<file path="config.mk">
export PLATFORM = sky130hd
export DESIGN_NAME = fetch_redirect
export DESIGN_NICKNAME = d
export VERILOG_FILES = /design/src/hdl/rv_branch_pkg.sv /design/src/hdl/branch_compare.sv /design/src/hdl/branch_ctrl_unit.sv /design/src/hdl/fetch_port.sv /design/src/hdl/fetch_redirect.sv /design/src/hdl/pc_next.sv
export VERILOG_INCLUDE_DIRS = /design/src /design/src/hdl
export SDC_FILE = /design/constraint.sdc
export NUM_CORES = 1
export LEC_CHECK = 0
export ABC_AREA = 1
export BUFFER_PORTS_ARGS = -buffer_cell sky130_fd_sc_hd__buf_2
export CAP_MARGIN = 0
export CORE_AREA = 2 2 165 167
export DETAILED_ROUTE_END_ITERATION = 6
export DIE_AREA = 0 0 167 169
export GPL_TIMING_DRIVEN = 0
export PLACE_DENSITY = 0.77
export SYNTH_ARGS = -nofsm -noshare
export SYNTH_HDL_FRONTEND = slang
export SYNTH_SLANG_ARGS = --single-unit
</file>
<file path="constraint.sdc">
create_clock -name clk -period 3.9 [get_ports clk]
set_input_delay 0.39 -clock clk [delete_from_list [all_inputs] [get_ports clk]]
set_output_delay 0.39 -clock clk [all_outputs]
set_load 0.03 [all_outputs]
</file>
<file path="src/hdl/rv_branch_consts.svh">
//**************************************************************************
// Widths and fixed values shared by the branch resolution and fetch logic
// Include in any file that sizes a datapath or resets the fetch PC
//**************************************************************************

`ifndef RV_BRANCH_CONSTS_SVH
`define RV_BRANCH_CONSTS_SVH

// Datapath and address width of the RV32I core
`define RV_XLEN 32

// Width of the func3 field in the instruction word
`define RV_FUNC3_W 3

// First fetch address once reset is released
`define RV_RESET_PC 32'h0000_0000

// Sequential step between instruction words
// Instructions are 4 bytes wide
`define RV_INSTR_STEP 32'd4

`endif

</file>
<file path="src/hdl/rv_branch_pkg.sv">
//**************************************************************************
// Types for the branch resolution and fetch redirect logic
// Modules pull these in with a wildcard import in their header
//**************************************************************************

`include "rv_branch_consts.svh"

package rv_branch_pkg;

    // Where the next fetch PC comes from
    typedef enum logic [1:0] {
        PC_SEQ = 2'b00,     // PC + 4
        PC_REL = 2'b01,     // PC + imm for taken branches and JAL
        PC_REG = 2'b10      // rs1 + imm with bit 0 cleared for JALR
    } pc_src_e;

    // Conditional branch func3 encodings
    typedef enum logic [`RV_FUNC3_W-1:0] {
        BEQ  = 3'b000,
        BNE  = 3'b001,
        BLT  = 3'b100,
        BGE  = 3'b101,
        BLTU = 3'b110,
        BGEU = 3'b111
    } br_func3_e;

    // Instruction memory handshake states
    typedef enum logic [1:0] {
        F_IDLE = 2'b00,     // No request out and ack must be low before a new one
        F_REQ  = 2'b01,     // Request out and waiting for ack high
        F_DROP = 2'b10      // Flushed request out and its word will be thrown away
    } fetch_state_e;

endpackage

</file>
<file path="src/hdl/branch_compare.sv">
//**************************************************************************
// Execute stage operand compare with its register stage
// Produces zero and less than flags plus the decision inputs one cycle late
//**************************************************************************

`timescale 1ns/10ps

`include "rv_branch_consts.svh"

module branch_compare
    import rv_branch_pkg::*;
(
    input  logic                    clk,
    input  logic                    i_reset,
    input  logic                    i_ex_valid,     // Control flow instruction present
    input  logic                    i_branch,
    input  logic                    i_jump,
    input  logic                    i_link_reg,     // JALR when set with jump
    input  logic [`RV_FUNC3_W-1:0]  i_func3,
    input  logic [`RV_XLEN-1:0]     i_rs1,
    input  logic [`RV_XLEN-1:0]     i_rs2,
    input  logic [`RV_XLEN-1:0]     i_ex_pc,
    input  logic [`RV_XLEN-1:0]     i_imm,
    output logic                    o_valid,
    output logic                    o_branch,
    output logic                    o_jump,
    output logic                    o_link_reg,
    output br_func3_e               o_func3,
    output logic                    o_zero,         // rs1 equals rs2
    output logic                    o_less,         // rs1 below rs2
    output logic [`RV_XLEN-1:0]     o_pc,
    output logic [`RV_XLEN-1:0]     o_rs1,
    output logic [`RV_XLEN-1:0]     o_imm
);

    logic less_cmp;

    // BLTU and BGEU have func3 bit 1 set
    assign less_cmp = i_func3[1] ? (i_rs1 < i_rs2)
                                 : ($signed(i_rs1) < $signed(i_rs2));

    always_ff @(posedge clk) begin
        if (i_reset) begin
            o_valid <= 1'b0;
        end else begin
            o_valid <= i_ex_valid;
        end
    end

    // Flags and decision payload, qualified by o_valid downstream
    always_ff @(posedge clk) begin
        o_branch   <= i_branch;
        o_jump     <= i_jump;
        o_link_reg <= i_link_reg;
        o_func3    <= br_func3_e'(i_func3);
        o_zero     <= (i_rs1 == i_rs2);
        o_less     <= less_cmp;
        o_pc       <= i_ex_pc;
        o_rs1      <= i_rs1;
        o_imm      <= i_imm;
    end

endmodule

</file>
<file path="src/hdl/branch_ctrl_unit.sv">
//**************************************************************************
// Branch control unit that picks the next PC source from registered flags
// Purely combinational and sits right after the compare register stage
//**************************************************************************

`timescale 1ns/10ps

module branch_ctrl_unit
    import rv_branch_pkg::*;
(
    input  logic        i_valid,        // Registered instruction valid
    input  logic        i_branch,       // Conditional branch
    input  logic        i_jump,         // JAL or JALR
    input  logic        i_link_reg,     // Selects JALR over JAL
    input  br_func3_e   i_func3,
    input  logic        i_zero,         // Operands equal
    input  logic        i_less,         // rs1 below rs2 in the order func3 asks for
    output pc_src_e     o_pc_src,
    output logic        o_flush         // Kill younger stages and redirect fetch
);

    logic cond_taken;

    // Branch condition from the two compare flags
    always_comb begin
        cond_taken = 1'b0;
        case (i_func3)
            BEQ:     cond_taken = i_zero;
            BNE:     cond_taken = !i_zero;
            BLT:     cond_taken = i_less;       // Signed compare
            BGE:     cond_taken = !i_less;
            BLTU:    cond_taken = i_less;       // Unsigned compare
            BGEU:    cond_taken = !i_less;
            default: cond_taken = 1'b0;         // Reserved encodings never branch
        endcase
    end

    // Branch first, then JAL, then JALR
    always_comb begin
        o_pc_src = PC_SEQ;                      // Predicted path by default
        if (i_valid) begin
            if (i_branch) begin
                if (cond_taken) begin
                    o_pc_src = PC_REL;
                end
            end else if (i_jump && !i_link_reg) begin
                o_pc_src = PC_REL;              // JAL
            end else if (i_jump && i_link_reg) begin
                o_pc_src = PC_REG;              // JALR
            end
        end
    end

    // Every non sequential source is a mispredict
    // Fetch assumed not taken
    assign o_flush = (o_pc_src != PC_SEQ);

endmodule

</file>
<file path="src/hdl/fetch_port.sv">
//**************************************************************************
// Instruction memory port with a four phase req and ack handshake
// Fetches at the current PC and throws away words from a flushed path
//**************************************************************************

`timescale 1ns/10ps

`include "rv_branch_consts.svh"

module fetch_port
    import rv_branch_pkg::*;
(
    input  logic                clk,
    input  logic                i_reset,
    input  logic [`RV_XLEN-1:0] i_pc,           // Address to fetch next
    input  logic                i_flush,        // Redirect in this cycle
    input  logic                i_imem_ack,
    input  logic [`RV_XLEN-1:0] i_imem_rdata,
    output logic                o_imem_req,
    output logic [`RV_XLEN-1:0] o_imem_addr,    // Held stable while req is high
    output logic [`RV_XLEN-1:0] o_instr,
    output logic [`RV_XLEN-1:0] o_instr_addr,   // Address o_instr came from
    output logic                o_instr_valid,  // One cycle per delivered word
    output logic                o_fetch_done    // Tells pc_next to step
);

    fetch_state_e state;
    logic         launch;       // Start a new request this cycle
    logic         capture;      // Live word returned this cycle

    // Wait for ack low from the last transfer
    // Skip the flush cycle since the PC only turns to the target next cycle
    assign launch  = (state == F_IDLE) && !i_imem_ack && !i_flush;
    assign capture = (state == F_REQ) && i_imem_ack;

    assign o_imem_req   = (state != F_IDLE);
    assign o_fetch_done = capture;              // pc_next lets a flush win

    always_ff @(posedge clk) begin
        if (i_reset) begin
            state <= F_IDLE;
        end else begin
            case (state)
                F_IDLE: begin
                    if (launch) state <= F_REQ;
                end
                F_REQ: begin
                    if (i_imem_ack) state <= F_IDLE;    // Drop req and wait for ack low
                    else if (i_flush) state <= F_DROP;  // Old path now in flight
                end
                F_DROP: begin
                    if (i_imem_ack) state <= F_IDLE;    // Word ignored
                end
                default: state <= F_IDLE;
            endcase
        end
    end

    // Address latched at launch and held through the handshake
    always_ff @(posedge clk) begin
        if (launch) o_imem_addr <= i_pc;
    end

    always_ff @(posedge clk) begin
        if (i_reset) begin
            o_instr_valid <= 1'b0;
        end else begin
            o_instr_valid <= capture && !i_flush;   // Same cycle flush kills it
        end
    end

    always_ff @(posedge clk) begin
        if (capture) begin
            o_instr      <= i_imem_rdata;
            o_instr_addr <= o_imem_addr;
        end
    end

endmodule

</file>
<file path="src/hdl/fetch_redirect.sv">
//**************************************************************************
// Top level of the branch resolution and fetch redirect slice
// Chains compare, branch control, next PC and the instruction memory port
//**************************************************************************

`timescale 1ns/10ps

`include "rv_branch_consts.svh"

module fetch_redirect
    import rv_branch_pkg::*;
(
    input  logic                    clk,
    input  logic                    i_reset,
    input  logic                    i_ex_valid,
    input  logic                    i_branch,
    input  logic                    i_jump,
    input  logic                    i_link_reg,
    input  logic [`RV_FUNC3_W-1:0]  i_func3,
    input  logic [`RV_XLEN-1:0]     i_rs1,
    input  logic [`RV_XLEN-1:0]     i_rs2,
    input  logic [`RV_XLEN-1:0]     i_ex_pc,
    input  logic [`RV_XLEN-1:0]     i_imm,
    input  logic                    i_imem_ack,
    input  logic [`RV_XLEN-1:0]     i_imem_rdata,
    output logic                    o_flush,
    output logic [`RV_XLEN-1:0]     o_target,
    output logic                    o_imem_req,
    output logic [`RV_XLEN-1:0]     o_imem_addr,
    output logic [`RV_XLEN-1:0]     o_instr,
    output logic [`RV_XLEN-1:0]     o_instr_addr,
    output logic                    o_instr_valid
);

    logic                r_valid, r_branch, r_jump, r_link_reg;
    br_func3_e           r_func3;
    logic                r_zero, r_less;
    logic [`RV_XLEN-1:0] r_pc, r_rs1, r_imm;
    pc_src_e             pc_src;
    logic [`RV_XLEN-1:0] fetch_pc;
    logic                fetch_done;

    // Register stage gives the one cycle to flush
    branch_compare branch_compare_i (
        .clk(clk), .i_reset(i_reset),
        .i_ex_valid(i_ex_valid), .i_branch(i_branch), .i_jump(i_jump),
        .i_link_reg(i_link_reg), .i_func3(i_func3), .i_rs1(i_rs1), .i_rs2(i_rs2),
        .i_ex_pc(i_ex_pc), .i_imm(i_imm),
        .o_valid(r_valid), .o_branch(r_branch), .o_jump(r_jump),
        .o_link_reg(r_link_reg), .o_func3(r_func3), .o_zero(r_zero), .o_less(r_less),
        .o_pc(r_pc), .o_rs1(r_rs1), .o_imm(r_imm)
    );

    branch_ctrl_unit branch_ctrl_unit_i (
        .i_valid(r_valid), .i_branch(r_branch), .i_jump(r_jump),
        .i_link_reg(r_link_reg), .i_func3(r_func3), .i_zero(r_zero), .i_less(r_less),
        .o_pc_src(pc_src), .o_flush(o_flush)
    );

    pc_next pc_next_i (
        .clk(clk), .i_reset(i_reset), .i_pc_src(pc_src),
        .i_ex_pc(r_pc), .i_rs1(r_rs1), .i_imm(r_imm),
        .i_fetch_done(fetch_done), .o_pc(fetch_pc), .o_target(o_target)
    );

    fetch_port fetch_port_i (
        .clk(clk), .i_reset(i_reset), .i_pc(fetch_pc), .i_flush(o_flush),
        .i_imem_ack(i_imem_ack), .i_imem_rdata(i_imem_rdata),
        .o_imem_req(o_imem_req), .o_imem_addr(o_imem_addr),
        .o_instr(o_instr), .o_instr_addr(o_instr_addr),
        .o_instr_valid(o_instr_valid), .o_fetch_done(fetch_done)
    );

endmodule

</file>
<file path="src/hdl/pc_next.sv">
//**************************************************************************
// Fetch PC register with redirect target generation
// Steps by one instruction per completed fetch and loads the target on flush
//**************************************************************************

`timescale 1ns/10ps

`include "rv_branch_consts.svh"

module pc_next
    import rv_branch_pkg::*;
(
    input  logic                clk,
    input  logic                i_reset,
    input  pc_src_e             i_pc_src,       // From the branch control unit
    input  logic [`RV_XLEN-1:0] i_ex_pc,        // PC of the resolved instruction
    input  logic [`RV_XLEN-1:0] i_rs1,
    input  logic [`RV_XLEN-1:0] i_imm,
    input  logic                i_fetch_done,   // Fetch port got its word
    output logic [`RV_XLEN-1:0] o_pc,           // Address of the next fetch
    output logic [`RV_XLEN-1:0] o_target        // Redirect address
);

    logic [`RV_XLEN-1:0] rel_target;
    logic [`RV_XLEN-1:0] reg_sum;
    logic [`RV_XLEN-1:0] reg_target;
    logic                redirect;

    assign rel_target = i_ex_pc + i_imm;                    // Branches and JAL
    assign reg_sum    = i_rs1 + i_imm;
    assign reg_target = {reg_sum[`RV_XLEN-1:1], 1'b0};      // JALR drops bit 0

    always_comb begin
        case (i_pc_src)
            PC_REG:  o_target = reg_target;
            default: o_target = rel_target;     // Only looked at during a flush
        endcase
    end

    assign redirect = (i_pc_src != PC_SEQ);

    // Redirect takes priority over the sequential step
    always_ff @(posedge clk) begin
        if (i_reset) begin
            o_pc <= `RV_RESET_PC;
        end else if (redirect) begin
            o_pc <= o_target;
        end else if (i_fetch_done) begin
            o_pc <= o_pc + `RV_INSTR_STEP;
        end
    end

endmodule

</file>
==> flow_results.xml, run 1 <==
<?xml version="1.0" encoding="UTF-8"?>
<metrics>
  <group name="outcome">
    <metric name="run_status" unit="">finished, violations left</metric>
    <metric name="violated_checks" unit="">DRC</metric>
  </group>
  <group name="route">
    <metric name="post-route-drc-count" unit="">2</metric>
    <metric name="route.detailed.wl_per_inst" unit="um">15.5</metric>
    <metric name="route.met3.wl" unit="um">2860</metric>
    <metric name="detailroute.via_count" unit="">12625</metric>
    <metric name="antenna_violation_net_count_after_detailed_routing" unit="">0</metric>
    <metric name="wl_met1" unit="um">15600</metric>
    <metric name="finalWirelength" unit="um">39200</metric>
    <metric name="routed-wl-met2" unit="um">19100</metric>
    <metric name="drt_pre_antenna_iters" unit="">7</metric>
    <metric name="vias_per_cell" unit="">5.00</metric>
    <metric name="drt_first_iter_violations" unit="">776</metric>
    <metric name="maxUsedRoutingLayer" unit="">met5</metric>
  </group>
  <group name="global_route">
    <metric name="grt_start_max_net_pins" unit="">74</metric>
    <metric name="grt_remaining_overflow" unit="">0</metric>
    <metric name="first_global_vias" unit="">12333</metric>
    <metric name="antenna_violations_before_repair" unit="">1</metric>
    <metric name="gr-usage-all-layers" unit="">0.269</metric>
    <metric name="wire_length_of_the_first_global_routing_pass" unit="um">60700</metric>
  </group>
  <group name="cells_and_area">
    <metric name="final_area" unit="sq mm">0.0168</metric>
    <metric name="syn2layout_area_growth" unit="%">29.2</metric>
    <metric name="finish.utilization" unit="">0.634</metric>
    <metric name="final_cells" unit="">2525</metric>
    <metric name="layout.cells.most_common" unit="">nand2_1</metric>
    <metric name="mostFrequentLayoutCells" unit="">nand2_1 (569), inv_1 (320), buf_2 (311), dfxtp_1 (140), nand3_1 (131)</metric>
    <metric name="final_nets" unit="">2433</metric>
    <metric name="n_antenna_cell" unit="">0</metric>
    <metric name="final_layout_size_suffix_gt1_frac" unit="">0.173</metric>
  </group>
  <group name="floorplan">
    <metric name="rows" unit="">60</metric>
    <metric name="pin_count" unit="">301</metric>
    <metric name="core_area" unit="sq mm">0.0265</metric>
    <metric name="start_util" unit="">0.491</metric>
    <metric name="die-height" unit="um">169</metric>
    <metric name="die_x" unit="um">167</metric>
    <metric name="die_area" unit="sq mm">0.0282</metric>
  </group>
  <group name="min_path">
    <metric name="hold_path_class" unit="">in2reg</metric>
  </group>
  <group name="synthesis">
    <metric name="fraction_of_synthesized_area_in_multiplexers" unit="">0.000769</metric>
    <metric name="post_synth_inst_count" unit="">1737</metric>
    <metric name="synth-xor-area-share" unit="">0.0229</metric>
    <metric name="avgSynthCellArea" unit="sq um">7.49</metric>
    <metric name="compound_gate_portion_of_the_synthesized_area" unit="">0.0495</metric>
    <metric name="synth_fa_ha_area_frac" unit="">0.0935</metric>
    <metric name="ys_types" unit="">45</metric>
    <metric name="synth.cell_area" unit="sq mm">0.0130</metric>
    <metric name="synth_enable_flop_cells" unit="">96</metric>
    <metric name="largest_family_of_logic_cells_by_synthesized_area" unit="">simple AND/OR/NAND/NOR gates</metric>
    <metric name="synthFlopType" unit="">dfxtp_1</metric>
    <metric name="asyncSetResetFlopFracSynth" unit="">0</metric>
    <metric name="yosys_warnings" unit="">0</metric>
    <metric name="yosysSeqAreaShare" unit="">0.437</metric>
    <metric name="synth_seq_cells" unit="">236</metric>
    <metric name="synth_simple_gate_area_frac" unit="">0.296</metric>
    <metric name="syn_nets" unit="">2003</metric>
  </group>
  <group name="clock_tree">
    <metric name="clock_tree.htree_level_count" unit="">1</metric>
    <metric name="cts-buffers-inserted" unit="">24</metric>
    <metric name="clock_tree.root_cell" unit="">clkbuf_16</metric>
    <metric name="clk_pin_slew" unit="ns">0.06</metric>
    <metric name="clk-insertion-delay-late" unit="ns">0.52</metric>
    <metric name="clock_tree_from_tritoncts" unit="">done</metric>
    <metric name="tritoncts_sink_count" unit="">236</metric>
    <metric name="cts.path.max_buffers" unit="">3</metric>
    <metric name="cts-resized-gates" unit="">0</metric>
    <metric name="post-cts-setup-buffer-count" unit="">0</metric>
  </group>
  <group name="sta">
    <metric name="worst_pin_slew" unit="ns">0.882</metric>
    <metric name="final.setup_skew" unit="ns">0.0150</metric>
    <metric name="fmax" unit="GHz">0.297</metric>
    <metric name="rsz_0062_raised_after_global_routing" unit="">no</metric>
    <metric name="finalSetupViolCount" unit="">0</metric>
    <metric name="timing.final.max_slew_violations" unit="">0</metric>
    <metric name="setup_slack" unit="ns">0.534</metric>
    <metric name="final-hold-violation-count" unit="">0</metric>
    <metric name="layout_min_cycle_time" unit="ns">3.37</metric>
    <metric name="max_slew_margin" unit="">0.412</metric>
    <metric name="post-route-period-util" unit="">0.863</metric>
  </group>
  <group name="place">
    <metric name="io_buffers" unit="">300</metric>
    <metric name="instance_area_at_placement" unit="sq mm">0.0150</metric>
    <metric name="dp_worst_setup_slack" unit="ns">1.08</metric>
    <metric name="routabilityCongestion" unit="">0.908</metric>
    <metric name="dpl_cells" unit="">2380</metric>
    <metric name="detailedPlacementHpwl" unit="um">30000</metric>
  </group>
  <group name="power_and_ir_drop">
    <metric name="clockPowerShare" unit="">0.347</metric>
    <metric name="seq_power_share" unit="">0.419</metric>
    <metric name="vdd_drop_max" unit="uV">318</metric>
    <metric name="totalPowerFinal" unit="mW">6.70</metric>
    <metric name="pwr-share-comb" unit="">0.234</metric>
    <metric name="intPower" unit="mW">4.66</metric>
    <metric name="p_sw" unit="mW">2.04</metric>
    <metric name="cellPowerDensity" unit="mW/mm^2">399</metric>
    <metric name="static-leakage-power" unit="nW">8.98</metric>
    <metric name="power_switching_share" unit="">0.305</metric>
  </group>
  <group name="critical_path">
    <metric name="cp_data_arrival_time" unit="ns">2.98</metric>
    <metric name="worstSetupPathType" unit="">reg2out</metric>
    <metric name="path_cells" unit="">ha_1 &gt; nand2_1 &gt; inv_1 &gt; nand2_1 &gt; nand2_1 &gt; nand2_1 &gt; nand3_1 &gt; nand2_1 &gt; inv_1 &gt; o21ai_0 &gt; buf_2</metric>
    <metric name="slowest_delay" unit="ns">0.57</metric>
    <metric name="cp-end-kind" unit="">output port</metric>
    <metric name="crit_top_cell" unit="">nand2_1</metric>
    <metric name="critical_path.slowest_cell" unit="">o21ai_0</metric>
    <metric name="path_max_fanout" unit="">4</metric>
    <metric name="timing.critical_path.from_type" unit="">register</metric>
    <metric name="worstPathRequired" unit="ns">3.51</metric>
  </group>
  <group name="run">
    <metric name="max_cap_viol_count" unit="">0</metric>
  </group>
</metrics>
-- worst paths after layout --
check                                    from                            to  slack, ns  cells past startpoint
hold reg to reg             pc_next_i.o_pc[0]   fetch_port_i.o_imem_addr[0]       0.43                      0
setup / recovery    branch_compare_i.o_imm[6]                  o_target[11]       0.53                     11
setup reg to reg  branch_compare_i.o_func3[0]  fetch_port_i.o_imem_addr[30]       1.12                      9
hold / removal               i_imem_rdata[31]      fetch_port_i.o_instr[31]       0.05                      1
-- cell families (layout without fill, tap and decap cells) --
logic type,Yosys count,in the layout
and+or+nand+nor,907,907
buffers and inverters,343,790
DFF,236,236
AOI/OAI and AO/OA,120,120
adders and majority gates,96,96
xor gates and xnor gates,34,34
muxes,1,1
-- final cells by class --
cell class                 instances  area (sq um)
fill                            2279          9700
multi-input combinational       1158          6020
sequential                       236          5690
timing repair buffer             404          2540
inverter                         323          1210
clock buffer                      36           752
tap                              341           427
buffer                            20          96.3
clock inverter                     7          66.3
-- critical path, delay by kind of cell, from the launching register on --
| family | cells | cell delay [ns] |
|---|---|---|
| DFF | 1 | 0.35 |
| AOI/OAI and AO/OA | 1 | 0.57 |
| buffers and inverters | 3 | 0.41 |
| adders and majority gates | 1 | 0.38 |
| and+or+nand+nor | 6 | 0.75 |
-- synth_stat cells, types with 2 or more instances --
cell / instances / area, sq um
nand2_1: 569 / 2140
nand4_2: 2 / 25.0
or2_0: 2 / 12.5
o211ai_1: 5 / 37.5
a21oi_1: 64 / 320
nor4_1: 5 / 31.3
ha_1: 94 / 1180
nor3_1: 21 / 105
a21o_1: 3 / 22.5
edfxtp_1: 96 / 2880
nor2_2: 5 / 31.3
o21bai_1: 5 / 37.5
fa_1: 2 / 40.0
dfxtp_1: 140 / 2800
inv_2: 2 / 7.51
xnor2_1: 13 / 114
clkbuf_1: 7 / 26.3
o21ai_1: 2 / 10.0
nand4_1: 15 / 93.8
or2_2: 2 / 12.5
a211oi_1: 2 / 15.0
nand3b_1: 14 / 105
and3_1: 3 / 18.8
inv_1: 320 / 1200
nor2_4: 3 / 33.8
nand2_2: 4 / 25.0
buf_2: 12 / 60.1
nand3_1: 131 / 656
xor2_1: 21 / 184
nor3_2: 2 / 20.0
o21ai_0: 36 / 180
nor2_1: 122 / 458
-- power by group through the flow --
stage | Clock [mW] | Combinational, mW | Sequential [mW]
2_1_floorplan | 0 | 0.886 | 2.93
3_3_place_gp | 0 | 1.43 | 2.86
3_5_place_dp | 0 | 1.45 | 2.86
4_1_cts | 2.38 | 1.54 | 2.80
5_1_grt | 2.47 | 1.72 | 2.82
6_report | 2.33 | 1.57 | 2.80
-- metrics by stage --
step                setup TNS, ns  hold slack (ns)
floorplan                       0            0.403
global placement           -32.93            0.417
detailed placement              0            0.416
CTS                             0          0.00106
global route                    0           0.0327
finish                          0           0.0452
-- per-layer routing --
layer,up-vias,GRT usage
met4,2,0.104
met3,100,0.0369
li1,6348,-
met2,534,0.495
met5,-,0
met1,5641,0.316
-- repair_timing --
item	4_1_cts	5_1_grt
endpoints found under the setup margin	0	0
hold buffers	101	1
endpoints found under the hold margin	101	1
Note: power is estimated with default switching activity, not from simulation.
==> run 2, diff against run 1 <==
--- a/config.mk
+++ b/config.mk
@@ -7,13 +7,13 @@
 export NUM_CORES = 1
 export LEC_CHECK = 0
 export ABC_AREA = 1
-export BUFFER_PORTS_ARGS = -buffer_cell sky130_fd_sc_hd__buf_2
 export CAP_MARGIN = 0
 export CORE_AREA = 2 2 165 167
 export DETAILED_ROUTE_END_ITERATION = 6
 export DIE_AREA = 0 0 167 169
+export DONT_BUFFER_PORTS = 1
 export GPL_TIMING_DRIVEN = 0
-export PLACE_DENSITY = 0.77
+export PLACE_DENSITY = 0.67
 export SYNTH_ARGS = -nofsm -noshare
 export SYNTH_HDL_FRONTEND = slang
 export SYNTH_SLANG_ARGS = --single-unit
==> run 2 against run 1 <==
Compared with the run above: the flow now finishes without violations; clock power is essentially flat; non-clock buffer count shrank 263; sequential power grew 4%; global-route usage shrank 1.1 points; largest power group unchanged; design area shrank 6.7%; wire length shrank 5.2%; critical path depth shrank 2; clock-buffer cell count shrank 6; register-to-register slack lost 0.25 ns; clock skew grew 0.0063 ns; hold slack lost 0.040 ns; highest routed layer is now met4; via count shrank 9.8%.
==> flow_results.xml, run 2 (synthesis results as in run 1) <==
<?xml version="1.0" encoding="UTF-8"?>
<metrics>
  <group name="min_path">
    <metric name="hold_path_class" unit="">in2reg</metric>
  </group>
  <group name="place">
    <metric name="io_buffers" unit="">0</metric>
    <metric name="routabilityCongestion" unit="">0.869</metric>
    <metric name="detailedPlacementHpwl" unit="um">29500</metric>
  </group>
  <group name="global_route">
    <metric name="gr-usage-all-layers" unit="">0.257</metric>
    <metric name="wire_length_of_the_first_global_routing_pass" unit="um">57400</metric>
    <metric name="antenna_violations_before_repair" unit="">0</metric>
    <metric name="first_global_vias" unit="">11066</metric>
    <metric name="groute.layer.met2.usage" unit="">0.464</metric>
    <metric name="grt_use_met3" unit="">0.0465</metric>
    <metric name="grt_start_max_net_pins" unit="">43</metric>
    <metric name="grt_util_met1" unit="">0.312</metric>
    <metric name="grt_remaining_overflow" unit="">0</metric>
    <metric name="most_heavily_used_metal_layer_in_global_routing" unit="">met2</metric>
  </group>
  <group name="run">
    <metric name="max_cap_viol_count" unit="">0</metric>
  </group>
  <group name="floorplan">
    <metric name="die_area" unit="sq mm">0.0282</metric>
    <metric name="rows" unit="">60</metric>
    <metric name="pin_count" unit="">301</metric>
    <metric name="start_util" unit="">0.491</metric>
    <metric name="die-height" unit="um">169</metric>
    <metric name="core_area" unit="sq mm">0.0265</metric>
    <metric name="die_x" unit="um">167</metric>
  </group>
  <group name="route">
    <metric name="drt_first_iter_violations" unit="">675</metric>
    <metric name="post-route-drc-count" unit="">0</metric>
    <metric name="route.detailed.wl_per_inst" unit="um">16.4</metric>
    <metric name="antenna_violation_net_count_after_detailed_routing" unit="">0</metric>
    <metric name="vias_per_cell" unit="">5.03</metric>
    <metric name="finalWirelength" unit="um">37100</metric>
    <metric name="drt_pre_antenna_iters" unit="">5</metric>
    <metric name="detailroute.via_count" unit="">11387</metric>
  </group>
  <group name="sta">
    <metric name="fmax" unit="GHz">0.302</metric>
    <metric name="worst_pin_slew" unit="ns">1.35</metric>
    <metric name="final-hold-violation-count" unit="">0</metric>
    <metric name="max_slew_margin" unit="">0.0917</metric>
    <metric name="post-route-period-util" unit="">0.848</metric>
    <metric name="layout_min_cycle_time" unit="ns">3.31</metric>
    <metric name="final.setup_skew" unit="ns">0.0213</metric>
    <metric name="rsz_0062_raised_after_global_routing" unit="">no</metric>
    <metric name="timing.final.max_slew_violations" unit="">0</metric>
    <metric name="totalNegativeSetupSlack" unit="ns">0</metric>
    <metric name="finalSetupViolCount" unit="">0</metric>
  </group>
  <group name="cells_and_area">
    <metric name="n_antenna_cell" unit="">0</metric>
    <metric name="mostFrequentLayoutCells" unit="">nand2_1 (569), inv_1 (323), dfxtp_1 (140), dlygate4sd3_1 (135), nand3_1 (131)</metric>
    <metric name="layout.cells.most_common" unit="">nand2_1</metric>
    <metric name="finish.utilization" unit="">0.592</metric>
    <metric name="final_layout_size_suffix_gt1_frac" unit="">0.0442</metric>
    <metric name="final_nets" unit="">2170</metric>
    <metric name="syn2layout_area_growth" unit="%">20.5</metric>
  </group>
  <group name="power_and_ir_drop">
    <metric name="totalPowerFinal" unit="mW">6.53</metric>
    <metric name="cellPowerDensity" unit="mW/mm^2">416</metric>
    <metric name="vdd_drop_max" unit="uV">490</metric>
    <metric name="static-leakage-power" unit="nW">7.95</metric>
  </group>
  <group name="clock_tree">
    <metric name="tritoncts_sink_count" unit="">236</metric>
    <metric name="clk-insertion-delay-late" unit="ns">0.53</metric>
    <metric name="cts.path.max_buffers" unit="">3</metric>
    <metric name="clock_tree.root_cell" unit="">clkbuf_16</metric>
    <metric name="clk_pin_slew" unit="ns">0.06</metric>
    <metric name="clock_tree.htree_level_count" unit="">1</metric>
    <metric name="cts-buffers-inserted" unit="">24</metric>
    <metric name="clock_tree_from_tritoncts" unit="">done</metric>
  </group>
  <group name="critical_path">
    <metric name="path_max_fanout" unit="">4</metric>
    <metric name="cp_data_arrival_time" unit="ns">2.92</metric>
    <metric name="worstPathRequired" unit="ns">3.51</metric>
    <metric name="worstSetupPathType" unit="">reg2out</metric>
    <metric name="cp-end-kind" unit="">output port</metric>
    <metric name="timing.critical_path.from_type" unit="">register</metric>
  </group>
  <group name="outcome">
    <metric name="run_status" unit="">complete, no violations</metric>
  </group>
</metrics>
## run 2: cell count changes in the layout (fill, tap and decap cells not counted), moves of 3 or more
cell / delta
buf_2: -298
dlygate4sd3_1: +33
clkbuf_1: -5
clkinv_2: -3
inv_1: +3
## run 2: where the power goes
part           leakage [nW]  switching, mW  internal [mW]  total [mW]
logic                  5.46          0.869          0.435        1.30
registers              2.08          0.190           2.72        2.91
clock network         0.413          0.964           1.34        2.31
## run 2: area by class of cell
class / count / area [sq um]
clock inverter: 14 / 121
tap: 341 / 427
buffer: 20 / 93.8
timing repair buffer: 141 / 1410
multi-input combinational: 1158 / 6020
clock buffer: 30 / 697
inverter: 323 / 1210
sequential: 236 / 5690
fill: 2355 / 10800
## run 2: path summary, 6_finish.rpt
kind	slack (ns)	start	cells after the start	endpoint
setup / recovery	0.59	branch_compare_i.o_imm[6]	9	o_target[7]
hold / removal	0.005	i_ex_valid	2	branch_compare_i.o_valid
setup reg to reg	0.87	branch_compare_i.o_func3[0]	9	fetch_port_i.o_imem_addr[25]
hold reg to reg	0.44	pc_next_i.o_pc[1]	0	fetch_port_i.o_imem_addr[1]
## run 2: per-layer routing
layer,share of wire,vias to the layer above
li1,-,5820
met1,0.41,5094
met2,0.48,406
met3,0.072,67
met4,0.031,0
met5,0,-
## run 2: per-stage QoR
stage	hold slack [ns]	worst slack, ns	instances	cell area, sq um
floorplan	0.403	0.0187	1737	13000
global placement	0.414	-1.22	2078	13400
detailed placement	0.418	0.973	2084	13500
CTS	0.00372	0.576	2263	15700
global route	0.0147	0.423	2263	15700
finish	0.00479	0.591	2263	15700
## run 2: critical path, stage by stage, from the launching register on
cell and delay [ns]:
dfxtp_1 0.35, ha_1 0.38, nand2_1 0.15, inv_1 0.05, nand2_1 0.06, nand2_1 0.06
inv_1 0.05, nand2_1 0.07, xnor2_1 0.16, o21ai_0 1.05
## run 2: timing repair
| action | CTS | global route |
|---|---|---|
| hold buffers | 135 | 0 |
| buffers inserted | 0 | 0 |
| endpoints found under the hold margin | 136 | 0 |
| resized for setup | 0 | 0 |
